**src/source/bird_game_consts.svh**
```systemverilog
`ifndef BIRD_GAME_CONSTS_SVH
`define BIRD_GAME_CONSTS_SVH

`define SCREEN_WIDTH 640
`define SCREEN_HEIGHT 480

`define BIRD_WIDTH 32
`define BIRD_HEIGHT 32
`define DROP_WIDTH 16
`define DROP_HEIGHT 16

`define FIXED_POINT_MULT 64 // 1/64 pixel resolution as a power of two

`define BIRD_INIT_X 280
`define BIRD_INIT_Y 185

`define RED_FRAMES 32        // length of the hit flash
`define FIRST_COOLDOWN 100   // frames before the first dropping
`define RELEASE_COOLDOWN 500 // frames between droppings

`define TURN_THRESHOLD 8     // random below this turns the bird
`define RELEASE_THRESHOLD 240
`define DROP_FALL_STEP 4     // pixels per frame

`endif
```
**src/source/bird_game_pkg.sv**
```systemverilog
`default_nettype none

package bird_game_pkg;

	// top-left corner of a sprite in screen pixels
	typedef struct packed {
		logic signed [10:0] x; // may go negative near the left border
		logic signed [10:0] y;
	} obj_pos_t;

	typedef struct packed {
		logic alive;        // life left, or still flashing red
		logic red;          // hit flash running
		logic drop_release; // one-cycle strobe to the dropping block
	} bird_status_t;

	typedef struct packed {
		logic       deploy;        // level that loads starting_life on a tick
		logic       collision;     // level sampled on a tick
		logic [3:0] starting_life;
		logic [1:0] speed;         // adds 32/64 pixel per step
		logic [1:0] damage;        // life lost per hit
	} bird_ctrl_t;

	typedef enum logic [1:0] {
		idle,
		right,
		left
	} motion_t;

endpackage

`default_nettype wire

```
**src/source/bird_game_top.sv**
```systemverilog
`timescale 1ns/100ps
`default_nettype none

module bird_game_top (
	input  logic                        clk,
	input  logic                        resetN,
	input  logic                        start_of_frame,
	input  bird_game_pkg::bird_ctrl_t   ctrl,
	input  logic [10:0]                 pixel_x,
	input  logic [10:0]                 pixel_y,
	output bird_game_pkg::obj_pos_t     bird_pos,
	output bird_game_pkg::obj_pos_t     dropping_pos,
	output bird_game_pkg::bird_status_t status,
	output logic                        dropping_active,
	output logic                        draw_bird,
	output logic                        draw_dropping,
	output logic                        draw_red
);

	logic       frame_tick; // one cycle per frame
	logic [7:0] rnd;

	frame_random frame_random_i (
		.clk(clk), .resetN(resetN), .start_of_frame(start_of_frame),
		.frame_tick(frame_tick), .rnd(rnd)
	);

	bird_logic #(.random_offset(0)) bird_logic_i (
		.clk(clk), .resetN(resetN), .frame_tick(frame_tick), .rnd(rnd),
		.ctrl(ctrl), .bird_pos(bird_pos), .status(status)
	);

	dropping_logic dropping_logic_i (
		.clk(clk), .resetN(resetN), .frame_tick(frame_tick),
		.drop_release(status.drop_release), .bird_pos(bird_pos),
		.dropping_pos(dropping_pos), .dropping_active(dropping_active)
	);

	object_render object_render_i (
		.clk(clk), .resetN(resetN), .pixel_x(pixel_x), .pixel_y(pixel_y),
		.bird_pos(bird_pos), .dropping_pos(dropping_pos),
		.alive(status.alive), .red(status.red), .dropping_active(dropping_active),
		.draw_bird(draw_bird), .draw_dropping(draw_dropping), .draw_red(draw_red)
	);

endmodule

`default_nettype wire

```
**src/source/object_render.sv**
```systemverilog
`timescale 1ns/100ps
`default_nettype none
`include "bird_game_consts.svh"

module object_render (
	input  logic                    clk,
	input  logic                    resetN,
	input  logic [10:0]             pixel_x,
	input  logic [10:0]             pixel_y,
	input  bird_game_pkg::obj_pos_t bird_pos,
	input  bird_game_pkg::obj_pos_t dropping_pos,
	input  logic                    alive,
	input  logic                    red,
	input  logic                    dropping_active,
	output logic                    draw_bird,
	output logic                    draw_dropping,
	output logic                    draw_red     // tint request for the bird
);

	logic signed [11:0] px;
	logic signed [11:0] py;
	logic signed [11:0] bx; // sign extended corners
	logic signed [11:0] by;
	logic signed [11:0] dx;
	logic signed [11:0] dy;
	logic               in_bird;
	logic               in_drop;

	assign px = $signed({1'b0, pixel_x}); // pixels are never negative
	assign py = $signed({1'b0, pixel_y});
	assign bx = bird_pos.x;
	assign by = bird_pos.y;
	assign dx = dropping_pos.x;
	assign dy = dropping_pos.y;

	assign in_bird = alive && (px >= bx) && (px < bx + `BIRD_WIDTH) &&
			(py >= by) && (py < by + `BIRD_HEIGHT);
	assign in_drop = dropping_active && (px >= dx) && (px < dx + `DROP_WIDTH) &&
			(py >= dy) && (py < dy + `DROP_HEIGHT);

	always_ff @(posedge clk or negedge resetN) begin
		if (!resetN) begin
			draw_bird     <= 1'b0;
			draw_dropping <= 1'b0;
			draw_red      <= 1'b0;
		end else begin
			draw_bird     <= in_bird;
			draw_dropping <= in_drop;
			draw_red      <= in_bird && red; // same pixel as draw_bird
		end
	end

endmodule

`default_nettype wire

```
**src/source/dropping_logic.sv**
```systemverilog
`timescale 1ns/100ps
`default_nettype none
`include "bird_game_consts.svh"

module dropping_logic (
	input  logic                    clk,
	input  logic                    resetN,
	input  logic                    frame_tick,
	input  logic                    drop_release, // strobe from the bird
	input  bird_game_pkg::obj_pos_t bird_pos,
	output bird_game_pkg::obj_pos_t dropping_pos,
	output logic                    dropping_active
);

	localparam logic signed [10:0] spawn_dx  = 11'((`BIRD_WIDTH - `DROP_WIDTH) / 2); // centred
	localparam logic signed [10:0] spawn_dy  = 11'(`BIRD_HEIGHT);                      // below bird
	localparam logic signed [10:0] fall_step = 11'(`DROP_FALL_STEP);
	localparam logic signed [10:0] bottom    = 11'(`SCREEN_HEIGHT);

	logic               spawn;
	logic signed [10:0] y_next;

	assign spawn  = drop_release && !dropping_active; // one dropping at a time
	assign y_next = dropping_pos.y + fall_step;

	always_ff @(posedge clk or negedge resetN) begin
		if (!resetN) begin
			dropping_active <= 1'b0;
		end else if (spawn) begin
			dropping_active <= 1'b1;
		end else if (frame_tick && dropping_active && (y_next >= bottom)) begin
			dropping_active <= 1'b0; // fell off the screen
		end
	end

	always_ff @(posedge clk or negedge resetN) begin
		if (!resetN) begin
			dropping_pos <= '0;
		end else if (spawn) begin
			dropping_pos.x <= bird_pos.x + spawn_dx;
			dropping_pos.y <= bird_pos.y + spawn_dy;
		end else if (frame_tick && dropping_active) begin
			dropping_pos.y <= y_next;
		end
	end

endmodule

`default_nettype wire

```
**src/source/bird_logic.sv**
```systemverilog
`timescale 1ns/100ps
`default_nettype none
`include "bird_game_consts.svh"

module bird_logic #(
	parameter int random_offset = 0 // decorrelates several birds
) (
	input  logic                        clk,
	input  logic                        resetN,
	input  logic                        frame_tick,
	input  logic [7:0]                  rnd,
	input  bird_game_pkg::bird_ctrl_t   ctrl,
	output bird_game_pkg::obj_pos_t     bird_pos,
	output bird_game_pkg::bird_status_t status
);

	localparam logic [15:0] max_x_fp = 16'((`SCREEN_WIDTH - `BIRD_WIDTH) * `FIXED_POINT_MULT);
	localparam logic [15:0] edge_fp  = 16'(2 * `BIRD_WIDTH * `FIXED_POINT_MULT); // turn-back zone
	localparam logic [8:0]  offset_mod = 9'(random_offset % 255);

	bird_game_pkg::motion_t state;
	bird_game_pkg::motion_t next_state;
	logic [8:0]  rnd_sum;
	logic [7:0]  rnd_off;   // offset random byte
	logic [7:0]  step;      // fixed-point move per frame
	logic [15:0] x_fp;      // x in 1/64 pixel
	logic [15:0] x_next;
	logic [3:0]  life;
	logic [3:0]  life_next;
	logic [5:0]  red_cnt;   // frames of flash left
	logic [9:0]  cooldown;  // frames until next dropping allowed
	logic        release_q;
	logic        red;
	logic        hit;       // collision that counts

	always_comb begin
		rnd_sum = {1'b0, rnd} + offset_mod;
		rnd_off = (rnd_sum >= 9'd255) ? 8'(rnd_sum - 9'd255) : rnd_sum[7:0]; // wrap
	end

	assign step = 8'(`FIXED_POINT_MULT + 32 * ctrl.speed);
	assign red  = red_cnt != 6'd0;
	assign hit  = ctrl.collision && !red; // no damage while flashing

	always_comb begin
		next_state = state;
		if (frame_tick && (rnd_off < 8'(`TURN_THRESHOLD))) begin
			if (state == bird_game_pkg::idle) begin
				if (x_fp < edge_fp)
					next_state = bird_game_pkg::right; // too close to left border
				else if (x_fp > max_x_fp - edge_fp)
					next_state = bird_game_pkg::left;
				else if (rnd_off < 8'(`TURN_THRESHOLD / 2))
					next_state = bird_game_pkg::right;
				else
					next_state = bird_game_pkg::left;
			end else begin
				next_state = bird_game_pkg::idle; // every move ends in a pause
			end
		end
	end

	// clamped x step
	always_comb begin
		case (state)
			bird_game_pkg::right:
				x_next = (x_fp > max_x_fp - 16'(step)) ? max_x_fp : x_fp + 16'(step);
			bird_game_pkg::left:
				x_next = (x_fp < 16'(step)) ? 16'd0 : x_fp - 16'(step);
			default:
				x_next = x_fp;
		endcase
	end

	always_comb begin
		life_next = ctrl.deploy ? ctrl.starting_life : life;
		if (hit)
			life_next = (life_next > 4'(ctrl.damage)) ? life_next - 4'(ctrl.damage) : 4'd0;
	end

	always_ff @(posedge clk or negedge resetN) begin
		if (!resetN) begin
			state     <= bird_game_pkg::idle;
			x_fp      <= 16'(`BIRD_INIT_X * `FIXED_POINT_MULT);
			life      <= 4'd0;
			red_cnt   <= 6'd0;
			cooldown  <= 10'(`FIRST_COOLDOWN);
			release_q <= 1'b0;
		end else begin
			state     <= next_state;
			release_q <= 1'b0; // strobe
			if (frame_tick) begin
				x_fp <= x_next;
				life <= life_next;
				if (hit)
					red_cnt <= 6'(`RED_FRAMES); // restart flash
				else if (red)
					red_cnt <= red_cnt - 6'd1;
				if (ctrl.deploy && (life == 4'd0))
					cooldown <= 10'(`FIRST_COOLDOWN); // fresh bird waits again
				else if ((life != 4'd0) && (cooldown != 10'd0))
					cooldown <= cooldown - 10'd1;
				if ((life != 4'd0) && (cooldown == 10'd0) &&
						(rnd_off > 8'(`RELEASE_THRESHOLD))) begin
					release_q <= 1'b1;
					cooldown  <= 10'(`RELEASE_COOLDOWN);
				end
			end
		end
	end

	assign bird_pos = '{x: 11'(x_fp / `FIXED_POINT_MULT), y: 11'(`BIRD_INIT_Y)};
	assign status   = '{alive: (life != 4'd0) || red, red: red, drop_release: release_q};

	a_release_single: assert property (@(posedge clk) disable iff (!resetN)
		release_q |=> !release_q);

endmodule

`default_nettype wire

```
**src/source/frame_random.sv**
```systemverilog
`timescale 1ns/100ps
`default_nettype none

module frame_random (
	input  logic       clk,
	input  logic       resetN,
	input  logic       start_of_frame, // may stay high for several cycles
	output logic       frame_tick,     // single cycle per frame
	output logic [7:0] rnd
);

	logic sof_d; // start_of_frame one cycle late

	always_ff @(posedge clk or negedge resetN) begin
		if (!resetN) begin
			sof_d      <= 1'b0;
			frame_tick <= 1'b0;
			rnd        <= 8'hA5; // any non-zero seed
		end else begin
			sof_d      <= start_of_frame;
			frame_tick <= start_of_frame && !sof_d; // rising edge only
			if (frame_tick)
				rnd <= {rnd[6:0], rnd[7] ^ rnd[5] ^ rnd[4] ^ rnd[3]}; // x^8+x^6+x^5+x^4+1
		end
	end

	// the lfsr locks up for good if it ever hits zero
	a_rnd_nonzero: assert property (@(posedge clk) disable iff (!resetN)
		rnd != 8'h00);

endmodule

`default_nettype wire

```
**config.mk**
```make
export PLATFORM = sky130hd
export DESIGN_NAME = bird_game_top
export DESIGN_NICKNAME = d
export VERILOG_FILES = /design/src/source/bird_game_pkg.sv /design/src/source/bird_game_top.sv /design/src/source/object_render.sv /design/src/source/dropping_logic.sv /design/src/source/bird_logic.sv /design/src/source/frame_random.sv
export VERILOG_INCLUDE_DIRS = /design/src /design/src/source
export SDC_FILE = /design/constraint.sdc
export NUM_CORES = 1
export LEC_CHECK = 0
export ABC_CLOCK_PERIOD_IN_PS = 6100
export BUFFER_PORTS_ARGS = -buffer_cell sky130_fd_sc_hd__buf_2
export CAP_MARGIN = 20
export CORE_AREA = 10 10 152 154
export DETAILED_ROUTE_END_ITERATION = 10
export DIE_AREA = 0 0 162 164
export PLACE_DENSITY_LB_ADDON = 0.3
export RECOVER_POWER = 100
export SLEW_MARGIN = 20
export SYNTH_ARGS = -nofsm -noshare
export SYNTH_HDL_FRONTEND = slang
export SYNTH_SLANG_ARGS = --single-unit
export TNS_END_PERCENT = 10
```
**constraint.sdc**
```tcl
create_clock -name clk -period 6.1 [get_ports clk]
set_clock_uncertainty 0.05 [all_clocks]
set_input_delay 1.83 -clock clk [delete_from_list [all_inputs] [get_ports clk]]
set_output_delay 1.83 -clock clk [all_outputs]
set_load 0.02 [all_outputs]
```
==> results of run 1 <==
==> layout by cell type, fill, tap and decap left out, drive strengths merged, types with 5 or more instances in the layout <==
| master | instances |
|---|---|
| nor3 | 19 |
| inv | 64 |
| nor2b | 5 |
| nor2 | 43 |
| dfstp | 10 |
| xor2 | 6 |
| a21oi | 33 |
| ha | 76 |
| mux2i | 7 |
| a31oi | 16 |
| nand4 | 7 |
| buf | 35 |
| nand3 | 23 |
| o31ai | 8 |
| nand2 | 59 |
| xnor2 | 23 |
| nor4 | 9 |
| a211oi | 5 |
| a21o | 9 |
| o21ai | 56 |
| dfrtp | 59 |
| clkbuf | 48 |
| o22ai | 6 |
| or4 | 7 |
| a22o | 5 |
| and3 | 5 |
| conb | 13 |
| mux2 | 9 |
==> area by class of cell <==
cell class	instances	area, um2
clock inverter	7	81.3
clock buffer	9	225
multi-input combinational	515	3660
tap	270	338
fill	2172	13400
sequential	69	1740
timing repair buffer	74	327
inverter	62	233
==> worst max-delay path, stage by stage <==
cell and delay (ps):
clkbuf_1 260, inv_1 170, nand2_1 110, inv_1 40, ha_1 280, nand3_2 60
nor4b_1 580, a22oi_4 100, o21ai_0 830, o221ai_1 190, a21boi_0 180
==> through the flow <==
step	util, %	instance area (um2)	hold slack, ps
floorplan	-	6000	328
global placement	31.9	6400	333
detailed placement	31.9	6400	342
CTS	33.5	6700	350
global route	32.9	6600	384
finish	32.9	6600	342
==> power by group <==
| part | internal (uW) | switching [uW] | leakage [uW] | total (uW) |
|---|---|---|---|---|
| Combinational | 304 | 446 | 0.00177 | 750 |
| Sequential | 582 | 161 | 0.000858 | 743 |
| Clock | 322 | 229 | 0.000147 | 551 |
| Total | 1210 | 836 | 0.00277 | 2040 |
==> routing by layer <==
metal	vias up	track usage, %
met5	-	0
met1	2376	15.9
met3	24	3.15
met4	0	4.51
li1	2527	-
met2	131	18.2
==> kinds of logic after synthesis <==
group                      count (synthesis)  share of synthesized area [%]
adders and majority gates                 79                           17.0
AOI/OAI and AO/OA                        178                           19.8
and+or+nand+nor                          200                           17.5
DFF                                       69                           29.2
other                                      2                          0.126
buffers and inverters                    111                           9.18
muxes                                     16                           2.88
xor gates and xnor gates                  29                           4.27
==> flip-flops by register name (all words and copies together), names as in the netlist <==
register / flops
bird_logic_i.cooldown: 10
bird_logic_i.life: 4
bird_logic_i.red_cnt: 6
bird_logic_i.release_q: 1
bird_logic_i.state: 2
bird_logic_i.x_fp: 11
dropping_logic_i.dropping_active: 1
dropping_logic_i.dropping_pos: 21
frame_random_i.frame_tick: 1
frame_random_i.rnd: 8
frame_random_i.sof_d: 1
object_render_i.draw_bird: 1
object_render_i.draw_dropping: 1
object_render_i.draw_red: 1
==> path summary, 6_finish.rpt <==
check / startpoint / end / slack (ps) / depth (start not counted)
min in group asynchronous: resetN / bird_logic_i.x_fp[6] / 1560 / 1
worst max register to register: frame_random_i.frame_tick / bird_logic_i.x_fp[13] / 2400 / 7
worst min-delay path: frame_random_i.sof_d / frame_random_i.frame_tick / 340 / 1
max in group asynchronous: resetN / object_render_i.draw_red / 3850 / 1
worst min register to register: frame_random_i.sof_d / frame_random_i.frame_tick / 340 / 1
worst max-delay path: ctrl[3] / bird_logic_i.x_fp[6] / 1620 / 11
==> metrics.md, run 1 <==
| Metric | Value |
|---|---|
| Setup bufs post-CTS | 0 |
| Final worst slack | 1620 ps |
| Setup WS pre-CTS | 2090 ps |
| WL/cell | 15.5 um |
| DRC | 0 |
| Worst EP arrival | 4640 ps |
| Core ar. | 20000 um2 |
| Fin nets | 845 |
| Total number of vias | 5058 |
| All-Layer GR Usage | 12.0% |
| Root Driver | clkbuf_16 |
| Post-synth ARST share | 100% |
| Slew HR | -27.8% |
| Die extent in x | 162 um |
| Number of flops mapped to enable cells by yosys | 0 |
| P_leak | 0.00277 uW |
| Met1 WL | 7.77 mm |
| Status | finished, violations left |
| Total Wirelength | 15.6 mm |
| DIE AREA | 26600 um2 |
| Number of global-route vias before repair | 5121 |
| Clk sinks | 69 |
| Top-count cell post-synth | ha_1 |
| FMAX | 223 MHz |
| Clock Pin Slew Worst Setup and Hold Paths | 60 ps |
| Inserted Clock Buffers | 9 |
| Crit path launch type | primary input |
| Num rows | 52 |
| Worst setup path class | in -> reg |
| Setup crit end kind | flop |
| CTS Buffer Depth | 2 |
| First-pass DRT Iterations | 5 |
| Tcrit/Tclk final | 73.5% |
| Failing checks | capacitance limit, slew limit |
| Die H | 164 um |
| Largest area contributor in the netlist | dfrtp_1 |
| Worst path required time | 6250 ps |
| RSZ-0062 raised after global routing | false |
| Post-cts hold buffer count | 0 |
| Total power | 2040 uW |
| First-pass GRT wire length | 26.1 mm |
| Cell Count, Final, Fillers Out | 1006 |
| Synth unique cells | 80 |
| Synth Instances | 684 |
| Largest net degree at the start of global routing | 70 |
| Peak VDD IR | 0.132 mV |
| Sequential element share of the synthesized area | 29.2% |
| Syn_area_per_cell | 8.71 um2 |
| Max layer used | met4 |
| Post-synth top area share | 24.8% |
| Num ports | 86 |
| Placer Congestion | 0.846 |
| Synth top area cells | dfrtp_1, ha_1, o21ai_0 |
| Final ANT Viol Nets | 0 |
| CTS tree | yes |
| HP Class | reg -> reg |
| Power density cells | 310 nW/um2 |
| Layout cells sized above 1 | 11.0% |
| DP Cell Count | 990 |
| Initial Utilization | 29.7% |
| Post-CTS sizing | 0 |
| Drt initial violations | 253 |
| Final setup TNS | 0 ps |
| # diodes | 0 |
| Buffers on Ports | 72 |
| Pin slew with the least headroom to its limit | 1920 ps |
| Endpoints failing hold | 0 |
| H-tree depth | 3 |
| Mapped Area | 5950 um2 |
| Gr ovfl total | 0 |
| Max Cap Violations | 1 |
| Clk_lat worst skew | 350 ps |
| Top cells by count, synth | ha_1, inv_1, dfrtp_1, nand2_1, o21ai_0 |
| DR WL met3 | 910 um |
| Vias/cell | 5.03 |
| Ys flop type | dfrtp_1 |
| Synth warn | 0 |
| Min Tclk post-route | 4480 ps |
| Count of final setup violators | 0 |
| HPWL after DPL | 11.8 mm |
| Area Overhead vs Synth | 10.8% |
| Crit-path max FO | 8 |
| Initial antenna violation count | 0 |
| Metal2 WL | 6.64 mm |
| FF+latch count, synth | 69 |
| Max Slew Vio Count | 45 |
Note: power is estimated with default switching activity, not from simulation.
==> inputs of run 2 (changes only) <==
--- a/config.mk
+++ b/config.mk
@@ -6,7 +6,7 @@
 export SDC_FILE = /design/constraint.sdc
 export NUM_CORES = 1
 export LEC_CHECK = 0
-export ABC_CLOCK_PERIOD_IN_PS = 6100
+export ABC_CLOCK_PERIOD_IN_PS = 3650
 export BUFFER_PORTS_ARGS = -buffer_cell sky130_fd_sc_hd__buf_2
 export CAP_MARGIN = 20
 export CORE_AREA = 10 10 152 154
==> constraint.sdc (replaced) <==
create_clock -name clk -period 3.65 [get_ports clk]
set_clock_uncertainty 0.05 [all_clocks]
set_input_delay 1.095 -clock clk [delete_from_list [all_inputs] [get_ports clk]]
set_output_delay 1.095 -clock clk [all_outputs]
set_load 0.02 [all_outputs]
==> metrics.md, run 2 (synthesis results as in run 1) <==
| Metric | Value |
|---|---|
| Peak VDD IR | 0.273 mV (+110%) |
| Root Driver | clkbuf_16 |
| Setup crit end kind | flop |
| Max Slew Vio Count | 103 (+130%) |
| Status | finished, violations left |
| Post-cts hold buffer count | 0 (unchanged) |
| Slowest stage delay, CP | 570 ps (-260 ps) |
| Int Power | 2100 uW (+74%) |
| Top delay family on crit path | compound AO/OA/AOI/OAI gates |
| Flop-to-flop setup slack | 780 ps (-1620 ps) |
| Placer Congestion | 0.838 (-0.88%) |
| Worst EP arrival | 3390 ps (-1250 ps) |
| Die H | 164 um (unchanged) |
| HP Class | reg -> reg |
| Critical Path Source | ctrl[2] |
| Total Wirelength | 15.7 mm (+0.45%) |
| Final worst slack | 481 ps (-1140 ps) |
| Fin nets | 850 (+0.59%) |
| RSZ-0062 raised after global routing | false |
| Core ar. | 20000 um2 (unchanged) |
| Inserted Clock Buffers | 9 (unchanged) |
| Crit-path max FO | 8 (unchanged) |
| Cell Count, Final, Fillers Out | 1011 (+0.50%) |
| DP Cell Count | 995 (+0.51%) |
| Initial Utilization | 29.7% (unchanged) |
| First-pass GRT wire length | 26.0 mm (-0.58%) |
| Final ANT Viol Nets | 0 (unchanged) |
| Min Tclk post-route | 3170 ps |
| Post-CTS sizing | 0 (unchanged) |
| Final setup TNS | 0 ps (unchanged) |
| Hold Path Depth | 1 (unchanged) |
| # diodes | 0 (unchanged) |
| Area Overhead vs Synth | 11.8% |
| Num ports | 86 (unchanged) |
| DIE AREA | 26600 um2 (unchanged) |
| Crit path buffers/inverters | 3 (unchanged) |
| Power density cells | 521 nW/um2 (+68%) |
| Initial antenna violation count | 0 (unchanged) |
| P_leak | 0.00281 uW (+1.4%) |
| FMAX | 316 MHz |
| Layout cells sized above 1 | 12.1% (+1.1 points) |
| Sw Ratio | 39.5% (-1.4 points) |
| Slew HR | -19.5% (+8.3 points) |
| Gr ovfl total | 0 (unchanged) |
| Worst r2r path cells | 11 (+4) |
| Number of global-route vias before repair | 5034 (-1.7%) |
| Number of flip-flops in the largest register | 21 (unchanged) |
| Share of total power in combinational logic | 37.1% (+0.4 points) |
| Failing checks | capacitance limit, slew limit |
| First-pass DRT Iterations | 4 (-1) |
| Pin slew with the least headroom to its limit | 1790 ps (-125 ps) |
| Worst r2r src | dropping_logic_i.dropping_pos[5] |
| Num rows | 52 (unchanged) |
| Largest net degree at the start of global routing | 70 (unchanged) |
| Most common cell after layout, fill and taps aside | ha_1 |
| Worst setup path class | in -> reg |
| Clock Pin Slew Worst Setup and Hold Paths | 60 ps (about the same) |
| Clock Power Share | 27.1% (+0.2 points) |
| CP Depth | 12 (+1) |
| P_sw | 1370 uW (+64%) |
| CTS Buffer Depth | 2 (unchanged) |
| Crit path launch type | primary input |
| Clk sinks | 69 (unchanged) |
| Setup bufs post-CTS | 0 (unchanged) |
| HPWL after DPL | 12.1 mm (+2.5%) |
| Critical Path End | bird_logic_i.x_fp[9] |
| All-Layer GR Usage | 11.9% (-0.054 points) |
| Register share of total power | 35.8% (-0.5 points) |
| Max Cap Violations | 2 (+1) |
| Clk_lat worst skew | 340 ps (about the same) |
| Crit-path cells | buf_2 > inv_1 > ha_1 > nand2_1 > inv_1 > ha_1 > nand3_2 > nor4b_1 > a22oi_4 > o21ai_2 > o22ai_1 > a22o_1 |
| Vias/cell | 4.99 (-0.73%) |
| H-tree depth | 3 (unchanged) |
| Setup WS pre-CTS | 387 ps (-1710 ps) |
| Endpoints failing hold | 0 (unchanged) |
| Tcrit/Tclk final | 86.8% |
| Worst path required time | 3870 ps (-2380 ps) |
| Slowest CP cell | nor4b_1 |
| DRC | 0 (unchanged) |
| Buffers on Ports | 72 (unchanged) |
| Most frequent cells in the layout | ha_1, inv_1, dfrtp_1 |
| Biggest regs | dropping_logic_i.dropping_pos: 21 flops, bird_logic_i.x_fp: 11 flops, bird_logic_i.cooldown: 10 flops |
| CTS tree | yes |
| Reg2Reg Capture Point | object_render_i.draw_dropping |
| Count of final setup violators | 0 (unchanged) |
| Drt initial violations | 228 (-9.9%) |
| WL/cell | 15.5 um (about the same) |
| Total number of vias | 5046 (-0.24%) |
| Total power | 3470 uW (+70%) |
| Die extent in x | 162 um (unchanged) |
| Most flops, register | dropping_logic_i.dropping_pos |
==> run 2: cell types whose count changed in the layout (fill, tap and decap cells not counted), sizes merged <==
cell / previous run / this run
inv: 64 / 62
clkinv: 3 / 2
bufinv: 1 / 2
buf: 35 / 42
==> run 2: worst min-delay path by stage <==
stage,from,end,slack (ps)
floorplan,frame_random_i.sof_d,frame_random_i.frame_tick,330
global placement,frame_random_i.sof_d,frame_random_i.frame_tick,330
detailed placement,frame_random_i.sof_d,frame_random_i.frame_tick,340
CTS,frame_random_i.sof_d,frame_random_i.frame_tick,350
global route,frame_random_i.sof_d,frame_random_i.frame_tick,360
finish,frame_random_i.sof_d,frame_random_i.frame_tick,340
==> run 2: power groups by stage <==
| stage | registers (uW) | logic [uW] | clock network, uW |
|---|---|---|---|
| after global routing | 1280 | 1470 | 990 |
| final | 1240 | 1290 | 939 |
| after global placement | 1250 | 1300 | 0 |
| after detailed placement | 1250 | 1320 | 0 |
| after floorplan | 1140 | 1090 | 0 |
| after CTS | 1240 | 1320 | 964 |
==> run 2: area by class of cell <==
cell class | count | area [um2]
clock buffers | 11 | 233
multi-input cells | 515 | 3670
flip-flops and latches | 69 | 1740
inverters | 62 | 233
clock inverters | 5 | 77.6
fillers | 2164 | 13400
repair buffers | 79 | 360
well taps | 270 | 338
==> run 2: metrics by stage <==
step | area, um2 | utilization [%] | hold WS [ps]
final | 6660 | 33.2 | 342
after global routing | 6660 | 33.2 | 359
after CTS | 6750 | 33.7 | 347
after detailed placement | 6430 | 32.1 | 339
after global placement | 6430 | 32.1 | 335
after floorplan | 6000 | - | 328
==> run 2: worst register-to-register path, cell delays in order (launching register included) <==
cell      delay, ps
dfrtp_1         520
ha_1            370
inv_1            70
nor2_1          140
xnor2_1         140
ha_1            270
and3_1          190
a31oi_1         140
nand4_1         110
nor4b_1         290
o311ai_0        260
a211oi_1        220
==> run 2: metal layers <==
metal / global-route usage, % / routed length (um) / vias up
met2: 18.4 / 6870 / 126
met5: 0 / 0 / -
li1: - / - / 2524
met3: 3.20 / 1020 / 18
met1: 15.7 / 7570 / 2378
met4: 4.14 / 229 / 0
